==> src/common/decode_pkg.sv <==
`default_nettype none

package decode_pkg;

        localparam int BYTE_W = 8;
        localparam int ADDR_W = 16;

        // one opcode byte, read either as group fields or as a hex grid position.
        typedef union packed {
                struct packed {
                        logic [2:0] aaa;
                        logic [2:0] bbb;
                        logic [1:0] cc;
                } grp;
                struct packed {
                        logic [3:0] row;
                        logic [3:0] col;
                } grid;
        } opcode_u;

        // group one, {aaa, cc} with cc = 01.
        localparam logic [4:0] FUNC_ORA = 5'b000_01;
        localparam logic [4:0] FUNC_AND = 5'b001_01;
        localparam logic [4:0] FUNC_EOR = 5'b010_01;
        localparam logic [4:0] FUNC_ADC = 5'b011_01;
        localparam logic [4:0] FUNC_STA = 5'b100_01;
        localparam logic [4:0] FUNC_LDA = 5'b101_01;
        localparam logic [4:0] FUNC_CMP = 5'b110_01;
        localparam logic [4:0] FUNC_SBC = 5'b111_01;

        // group two, {aaa, cc} with cc = 10.
        localparam logic [4:0] FUNC_ASL = 5'b000_10;
        localparam logic [4:0] FUNC_ROL = 5'b001_10;
        localparam logic [4:0] FUNC_LSR = 5'b010_10;
        localparam logic [4:0] FUNC_ROR = 5'b011_10;
        localparam logic [4:0] FUNC_STX = 5'b100_10;
        localparam logic [4:0] FUNC_LDX = 5'b101_10;
        localparam logic [4:0] FUNC_DEC = 5'b110_10;
        localparam logic [4:0] FUNC_INC = 5'b111_10;

        // implied specials live in the unused cc = 11 space.
        localparam logic [4:0] FUNC_NOP = 5'b000_11;
        localparam logic [4:0] FUNC_INX = 5'b001_11;
        localparam logic [4:0] FUNC_DEX = 5'b010_11;
        localparam logic [4:0] FUNC_CLC = 5'b011_11;
        localparam logic [4:0] FUNC_SEC = 5'b100_11;

        localparam logic [3:0] MODE_IMPLIED = 4'd0;
        localparam logic [3:0] MODE_ACCUM   = 4'd1;
        localparam logic [3:0] MODE_IMM     = 4'd2;
        localparam logic [3:0] MODE_ZPG     = 4'd3;
        localparam logic [3:0] MODE_ZPG_X   = 4'd4;
        localparam logic [3:0] MODE_ZPG_Y   = 4'd5;
        localparam logic [3:0] MODE_ABS     = 4'd6;
        localparam logic [3:0] MODE_ABS_X   = 4'd7;
        localparam logic [3:0] MODE_ABS_Y   = 4'd8;
        localparam logic [3:0] MODE_X_IND   = 4'd9;
        localparam logic [3:0] MODE_IND_Y   = 4'd10;

        localparam logic [2:0] REG_NONE = 3'd0;
        localparam logic [2:0] REG_A    = 3'd1;
        localparam logic [2:0] REG_X    = 3'd2;
        localparam logic [2:0] REG_Y    = 3'd3;
        localparam logic [2:0] REG_MEM  = 3'd4;

        // specials sit in columns 8 and a: clc 18, sec 38, inx e8, dex ca, nop ea.
        function automatic logic is_special(opcode_u op);
                case (op.grid.col)
                        4'h8:    return op.grid.row inside {4'h1, 4'h3, 4'he};
                        4'ha:    return op.grid.row inside {4'hc, 4'he};
                        default: return 1'b0;
                endcase
        endfunction

endpackage

`default_nettype wire
==> src/source/decoder.sv <==
`default_nettype none

module decoder import decode_pkg::*; (
        input  logic              clk,
        input  logic              reset_n,
        input  logic [BYTE_W-1:0] read,
        input  logic              byte_strobe,
        output logic [4:0]        dec_func,
        output logic [3:0]        addr_mode,
        output logic [2:0]        reg_sel_a,
        output logic [2:0]        reg_sel_b,
        output logic [BYTE_W-1:0] imm,
        output logic [ADDR_W-1:0] addr,
        output logic              instruct_ready,
        output logic              illegal
);

        opcode_u    opcode;
        logic [4:0] dec_func_next;
        logic [3:0] addr_mode_next;
        logic [2:0] reg_sel_a_next;
        logic [2:0] reg_sel_b_next;
        logic [1:0] operand_count;
        logic       legal;

        opcode_classifier classifier_inst (
                .opcode    (opcode),
                .dec_func  (dec_func_next),
                .reg_sel_a (reg_sel_a_next),
                .reg_sel_b (reg_sel_b_next),
                .legal     (legal)
        );

        addr_mode_decoder mode_inst (
                .opcode        (opcode),
                .addr_mode     (addr_mode_next),
                .operand_count (operand_count)
        );

        operand_assembler assembler_inst (
                .clk            (clk),
                .reset_n        (reset_n),
                .read           (read),
                .byte_strobe    (byte_strobe),
                .dec_func_next  (dec_func_next),
                .addr_mode_next (addr_mode_next),
                .reg_sel_a_next (reg_sel_a_next),
                .reg_sel_b_next (reg_sel_b_next),
                .operand_count  (operand_count),
                .legal          (legal),
                .opcode         (opcode),
                .dec_func       (dec_func),
                .addr_mode      (addr_mode),
                .reg_sel_a      (reg_sel_a),
                .reg_sel_b      (reg_sel_b),
                .imm            (imm),
                .addr           (addr),
                .instruct_ready (instruct_ready),
                .illegal        (illegal)
        );

endmodule

`default_nettype wire

==> src/decoder/operand_assembler.sv <==
`default_nettype none

module operand_assembler import decode_pkg::*; (
        input  logic              clk,
        input  logic              reset_n,
        input  logic [BYTE_W-1:0] read,
        input  logic              byte_strobe,
        input  logic [4:0]        dec_func_next,
        input  logic [3:0]        addr_mode_next,
        input  logic [2:0]        reg_sel_a_next,
        input  logic [2:0]        reg_sel_b_next,
        input  logic [1:0]        operand_count,
        input  logic              legal,
        output opcode_u           opcode,
        output logic [4:0]        dec_func,
        output logic [3:0]        addr_mode,
        output logic [2:0]        reg_sel_a,
        output logic [2:0]        reg_sel_b,
        output logic [BYTE_W-1:0] imm,
        output logic [ADDR_W-1:0] addr,
        output logic              instruct_ready,
        output logic              illegal
);

        logic [1:0]        fetch_counter;
        logic [1:0]        fetch_target;
        logic              idle;
        logic              last_operand;
        logic [4:0]        pend_func;
        logic [3:0]        pend_mode;
        logic [2:0]        pend_sel_a;
        logic [2:0]        pend_sel_b;
        logic [BYTE_W-1:0] pend_lo;

        assign opcode       = read; // decoders look at the incoming byte.
        assign idle         = (fetch_counter == fetch_target);
        assign last_operand = (fetch_counter + 2'd1 == fetch_target);

        always_ff @(posedge clk) begin
                if (!reset_n) begin
                        fetch_counter  <= 2'd0;
                        fetch_target   <= 2'd0;
                        instruct_ready <= 1'b0;
                        illegal        <= 1'b0;
                        dec_func       <= 5'd0;
                        addr_mode      <= MODE_IMPLIED;
                        reg_sel_a      <= REG_NONE;
                        reg_sel_b      <= REG_NONE;
                        imm            <= '0;
                        addr           <= '0;
                end else begin
                        instruct_ready <= 1'b0;
                        illegal        <= 1'b0;
                        if (byte_strobe && idle) begin
                                if (!legal) begin
                                        illegal <= 1'b1; // held outputs stay as they were.
                                end else if (operand_count == 2'd0) begin
                                        instruct_ready <= 1'b1;
                                        dec_func       <= dec_func_next;
                                        addr_mode      <= addr_mode_next;
                                        reg_sel_a      <= reg_sel_a_next;
                                        reg_sel_b      <= reg_sel_b_next;
                                        imm            <= '0;
                                        addr           <= '0;
                                end else begin
                                        fetch_counter <= 2'd0;
                                        fetch_target  <= operand_count;
                                end
                        end else if (byte_strobe) begin
                                fetch_counter <= fetch_counter + 2'd1;
                                if (last_operand) begin
                                        instruct_ready <= 1'b1;
                                        dec_func       <= pend_func;
                                        addr_mode      <= pend_mode;
                                        reg_sel_a      <= pend_sel_a;
                                        reg_sel_b      <= pend_sel_b;
                                        if (pend_mode == MODE_IMM) begin
                                                imm  <= read;
                                                addr <= '0;
                                        end else if (fetch_target == 2'd2) begin
                                                imm  <= '0;
                                                addr <= {read, pend_lo}; // high byte comes last.
                                        end else begin
                                                imm  <= '0;
                                                addr <= {{(ADDR_W-BYTE_W){1'b0}}, read};
                                        end
                                end
                        end
                end
        end

        // decoder results, sampled at the opcode byte.
        always_ff @(posedge clk) begin
                if (byte_strobe && idle) begin
                        pend_func  <= dec_func_next;
                        pend_mode  <= addr_mode_next;
                        pend_sel_a <= reg_sel_a_next;
                        pend_sel_b <= reg_sel_b_next;
                end
                if (byte_strobe && !idle && fetch_counter == 2'd0)
                        pend_lo <= read;
        end

endmodule

`default_nettype wire

==> src/decoder/addr_mode_decoder.sv <==
`default_nettype none

module addr_mode_decoder import decode_pkg::*; (
        input  opcode_u    opcode,
        output logic [3:0] addr_mode,
        output logic [1:0] operand_count
);

        logic xy_swap;

        assign xy_swap = (opcode.grp.aaa[2:1] == 2'b10); // stx and ldx index with y.

        always_comb begin
                addr_mode = MODE_IMPLIED;
                if (!is_special(opcode)) begin
                        case (opcode.grp.cc)
                                2'b01: begin
                                        case (opcode.grp.bbb)
                                                3'b000: addr_mode = MODE_X_IND;
                                                3'b001: addr_mode = MODE_ZPG;
                                                3'b010: addr_mode = MODE_IMM;
                                                3'b011: addr_mode = MODE_ABS;
                                                3'b100: addr_mode = MODE_IND_Y;
                                                3'b101: addr_mode = MODE_ZPG_X;
                                                3'b110: addr_mode = MODE_ABS_Y;
                                                default: addr_mode = MODE_ABS_X;
                                        endcase
                                end
                                2'b10: begin
                                        case (opcode.grp.bbb)
                                                3'b000: addr_mode = MODE_IMM;
                                                3'b001: addr_mode = MODE_ZPG;
                                                3'b010: addr_mode = MODE_ACCUM;
                                                3'b011: addr_mode = MODE_ABS;
                                                3'b101: addr_mode = xy_swap ? MODE_ZPG_Y
                                                                            : MODE_ZPG_X;
                                                3'b111: addr_mode = xy_swap ? MODE_ABS_Y
                                                                            : MODE_ABS_X;
                                                default: addr_mode = MODE_IMPLIED;
                                        endcase
                                end
                                default: addr_mode = MODE_IMPLIED;
                        endcase
                end
        end

        always_comb begin
                case (addr_mode)
                        MODE_IMPLIED, MODE_ACCUM:        operand_count = 2'd0;
                        MODE_ABS, MODE_ABS_X, MODE_ABS_Y: operand_count = 2'd2;
                        default:                         operand_count = 2'd1;
                endcase
        end

endmodule

`default_nettype wire

==> src/decoder/opcode_classifier.sv <==
`default_nettype none

module opcode_classifier import decode_pkg::*; (
        input  opcode_u    opcode,
        output logic [4:0] dec_func,
        output logic [2:0] reg_sel_a,
        output logic [2:0] reg_sel_b,
        output logic       legal
);

        logic xy_swap;

        assign xy_swap = (opcode.grp.aaa[2:1] == 2'b10); // stx and ldx.

        always_comb begin
                dec_func  = {opcode.grp.aaa, opcode.grp.cc};
                reg_sel_a = REG_NONE;
                reg_sel_b = REG_NONE;
                legal     = 1'b0;

                if (is_special(opcode)) begin
                        legal = 1'b1;
                        case (opcode.grid.col)
                                4'h8: begin
                                        case (opcode.grid.row)
                                                4'h1:    dec_func = FUNC_CLC;
                                                4'h3:    dec_func = FUNC_SEC;
                                                default: begin
                                                        dec_func  = FUNC_INX;
                                                        reg_sel_a = REG_X;
                                                end
                                        endcase
                                end
                                default: begin
                                        if (opcode.grid.row == 4'hc) begin
                                                dec_func  = FUNC_DEX;
                                                reg_sel_a = REG_X;
                                        end else begin
                                                dec_func  = FUNC_NOP;
                                        end
                                end
                        endcase
                end else begin
                        case (opcode.grp.cc)
                                2'b01: begin
                                        reg_sel_a = REG_A;
                                        legal     = !(dec_func == FUNC_STA &&
                                                      opcode.grp.bbb == 3'b010); // no sta #imm.
                                        case (opcode.grp.bbb)
                                                3'b000, 3'b101, 3'b111: reg_sel_b = REG_X;
                                                3'b100, 3'b110:         reg_sel_b = REG_Y;
                                                default:                reg_sel_b = REG_NONE;
                                        endcase
                                end
                                2'b10: begin
                                        if (xy_swap)
                                                reg_sel_a = REG_X;
                                        else if (opcode.grp.bbb == 3'b010)
                                                reg_sel_a = REG_A; // shift on accumulator.
                                        else
                                                reg_sel_a = REG_MEM;
                                        if (opcode.grp.bbb == 3'b101 || opcode.grp.bbb == 3'b111)
                                                reg_sel_b = xy_swap ? REG_Y : REG_X;
                                        case (opcode.grp.bbb)
                                                3'b000:         legal = (dec_func == FUNC_LDX);
                                                3'b010:         legal = !opcode.grp.aaa[2];
                                                3'b100, 3'b110: legal = 1'b0;
                                                default:        legal = 1'b1;
                                        endcase
                                end
                                default: legal = 1'b0; // cc 00 and 11 outside the specials.
                        endcase
                end
        end

endmodule

`default_nettype wire

==> config.mk <==
export PLATFORM = sky130hd
export DESIGN_NAME = decoder
export DESIGN_NICKNAME = d
export VERILOG_FILES = /design/src/common/decode_pkg.sv /design/src/source/decoder.sv /design/src/decoder/operand_assembler.sv /design/src/decoder/addr_mode_decoder.sv /design/src/decoder/opcode_classifier.sv
export SDC_FILE = /design/constraint.sdc
export NUM_CORES = 1
export LEC_CHECK = 0
export BUFFER_PORTS_ARGS = -buffer_cell sky130_fd_sc_hd__buf_2
export CELL_PAD_IN_SITES_DETAIL_PLACEMENT = 0
export CELL_PAD_IN_SITES_GLOBAL_PLACEMENT = 1
export CORE_MARGIN = 5
export CORE_UTILIZATION = 43
export CTS_CLUSTER_SIZE = 14
export DETAILED_ROUTE_END_ITERATION = 7
export GPL_TIMING_DRIVEN = 1
export PLACE_DENSITY = 0.9
export RECOVER_POWER = 25
export SETUP_SLACK_MARGIN = 0.4
export SLEW_MARGIN = 25
export SYNTH_ARGS = -nofsm -noshare
export SYNTH_HDL_FRONTEND = slang
export SYNTH_SLANG_ARGS = --single-unit
==> constraint.sdc <==
create_clock -name clk -period 2.59 [get_ports clk]
set_input_delay 0.518 -clock clk [delete_from_list [all_inputs] [get_ports clk]]
set_output_delay 0.518 -clock clk [all_outputs]
set_load 0.005 [all_outputs]
==> impl_metrics.toml <==
[run_status]
status = "complete, no violations"

[timing]
final.setup_skew_ns = 0.00909
hold_viol = 0
setup_viol = 0
fin_setup_tns_ns = 0
maxSlewViolCount = 0
period_share_pct = 86.1
clock.fmax_mhz = 448
fin_crit_ns = 2.23
rsz0062_at_grt = "false"
relSlewSlack_pct = 52.4
worst_pin_slew_ns = 0.714

[clock_tree]
clock_latency_ns = 0.35
root_buffer = "clkbuf_8"
htreeDepth = 3
cts.sinks = 66
clockBufferDepth = 2
cts_buffers = 9
cts.clk_slew.worst_paths_ns = 0.08
tritoncts = "yes"

[floorplan]
ioPinCount = 52
start_util_pct = 44.4
dieArea_um2 = 9360
die_h_um = 96.8
core-area_um2 = 7290
num_rows = 31
die_w_um = 96.8

[critical_path]
worstPathArrival_ns = 2.48
reg2reg_to = "assembler_inst.dec_func[3]"
cp-end-kind = "flip-flop"
reg2reg_depth = 7
crit_type = "in2reg"
worst_setup_path_start_kind = "input pin"
r2r-start = "assembler_inst.fetch_target[1]"
r2r_slack_ns = 0.57
cp_max_fo = 37
required_ns = 2.84

[logic_synthesis]
synth_fp_nets = 373
yosys.area.top_type = "dfxtp_1"
yosys.area_share.xor_xnor_pct = 0.812
synth_fa_ha_area_share_pct = 1.55
synth_compound_gate_area_share_pct = 18.2
ys_types = 58
synthSimpleGateAreaFrac_pct = 24.5
synth_area_um2 = 3240
netlist_instances = 358
yosys_warnings = 0
synth_edf_count = 22
yosysSeqAreaShare_pct = 47.6
synth_top_family_by_area = "simple AND/OR/NAND/NOR gates"
synth-seq-cells = 66
synth.avg_cell_area_um2 = 9.04
synth_top_area_share_pct = 27.2
ys.flop_type = "dfxtp_1"
synth_mux_area_share_pct = 1.24
ys_top_cells_by_area = "dfxtp_1 (27%), edfxtp_1 (20%), nand3_1 (7.9%), nand2_1 (5.3%), nor2_1 (3.7%)"
async_flop_share_pct = 0

[layout]
final_core_util_pct = 54.1
drive_gt1_share_pct = 24.6
fin_cells = 517
area_growth_pct = 21.9
final_common_cell = "nand3_1"
antenna_cells = 0
fin_nets = 428
final_cell_mix = "nand3_1 (51), nand2_1 (46), dfxtp_1 (44)"

[hold_path]
min-delay-start = "assembler_inst.imm[7]"
worstHoldPathCells = 2
hold_end = "assembler_inst.imm[7]"
holdCritPathClass = "reg2reg"

[global_routing]
grt_max_degree = 38
antenna_found_initial = 0
grt_use_total_pct = 17.4
grt-ovfl-total = 0
grt_pass1_vias = 2754
grt_pass1_wl_um = 13400

[pwr]
ir_drop_mv = 0.247
p_leak_nw = 1.58
power_density_nw_per_um2 = 594

[route]
final_antenna_net_count = 0
post_drt_wl_per_cell_um = 16.2
vias = 2864
viasPerCell = 5.54
finalWirelength_um = 8360
initialDrtViolationCount = 223
drc = 0
first_pass_iters = 4

[placed_design]
place_hpwl_um = 5580
place_congestion = 0.898
portBuffers = 50
dpl.cell_count = 499

[flow_run]
max_cap_violations = 0
[worst max path at each step]
stage | from | end | slack (ns)
after floorplan | read[4] | assembler_inst.dec_func[0] | 0.38
final | read[6] | assembler_inst.dec_func[3] | 0.36
after global routing | read[6] | assembler_inst.dec_func[3] | 0.20
after detailed placement | read[1] | assembler_inst.addr_mode[1] | 0.02
after CTS | read[4] | assembler_inst.reg_sel_a[0] | 0.43
after global placement | read[1] | assembler_inst.addr_mode[1] | 0.14
[sequential cells by signal, summed over array words and instances, names as in the netlist]
name / count
assembler_inst.illegal: 1
assembler_inst.pend_func: 5
assembler_inst.pend_lo: 8
assembler_inst.imm: 8
assembler_inst.reg_sel_b: 2
assembler_inst.pend_sel_b: 2
assembler_inst.dec_func: 5
assembler_inst.pend_mode: 4
assembler_inst.fetch_counter: 2
assembler_inst.addr: 16
assembler_inst.addr_mode: 4
assembler_inst.pend_sel_a: 3
assembler_inst.fetch_target: 2
assembler_inst.instruct_ready: 1
assembler_inst.reg_sel_a: 3
[kinds of logic (layout without fill, tap and decap cells)]
group,Yosys count,in the layout
DFF,66,66
AOI/OAI and AO/OA,73,73
xor gates and xnor gates,3,3
and+or+nand+nor,166,166
muxes,4,4
buffers and inverters,41,101
adders and majority gates,4,4
other,1,1
[metal layers]
metal,wire length (um),vias to the layer above,track usage [%]
met5,0,-,0
met2,3950,102,27.3
met3,487,14,3.74
met1,3750,1356,22.9
li1,-,1392,-
met4,171,0,7.67
[cell usage after synthesis (all sizes together), types with 3 or more instances]
| cell | n |
|---|---|
| a211oi | 3 |
| a21oi | 18 |
| a311oi | 7 |
| a31oi | 3 |
| buf | 14 |
| clkbuf | 16 |
| dfxtp | 44 |
| edfxtp | 22 |
| ha | 4 |
| inv | 10 |
| mux2i | 4 |
| nand2 | 46 |
| nand2b | 6 |
| nand3 | 52 |
| nor2 | 32 |
| nor2b | 5 |
| nor3 | 10 |
| nor3b | 3 |
| o211ai | 4 |
| o21ai | 7 |
| o31ai | 8 |
[metrics by stage]
step | worst slack [ns] | total power [mW] | hold WS, ns | area [um^2]
after floorplan | 0.385 | 1.41 | 0.450 | 3280
after global placement | 0.137 | 1.52 | 0.441 | 3690
after detailed placement | 0.0201 | 1.53 | 0.442 | 3690
after CTS | 0.433 | 2.34 | 0.408 | 3880
after global routing | 0.204 | 2.44 | 0.474 | 3950
final | 0.360 | 2.35 | 0.453 | 3950
[critical path: stages]
cell,delay (ns)
clkbuf_1,0.53
nand3_1,0.23
o21a_1,0.28
a31oi_4,0.22
o221ai_2,0.17
buf_12,0.20
o41ai_1,0.32
[area by class of cell]
class / instances / area, um^2
clock inverters: 6 / 37.5
well taps: 99 / 124
inverters: 11 / 45.0
flip-flops and latches: 66 / 1540
clock buffers: 10 / 149
multi-input cells: 251 / 1590
repair buffers: 74 / 464
fillers: 718 / 3350
[power by group]
group	switching [mW]	leakage, nW	internal, mW
Sequential	0.0212	0.568	1.12
Combinational	0.239	0.911	0.144
Clock	0.413	0.0979	0.404
[what timing repair did]
item,4_1_cts,5_1_grt
hold buffers,0,0
pin swaps,0,1
cloned,0,1
setup buffers,0,1
endpoints found under the setup margin,1,37
resized for setup,1,11
Note: power is estimated with default switching activity, not from simulation.
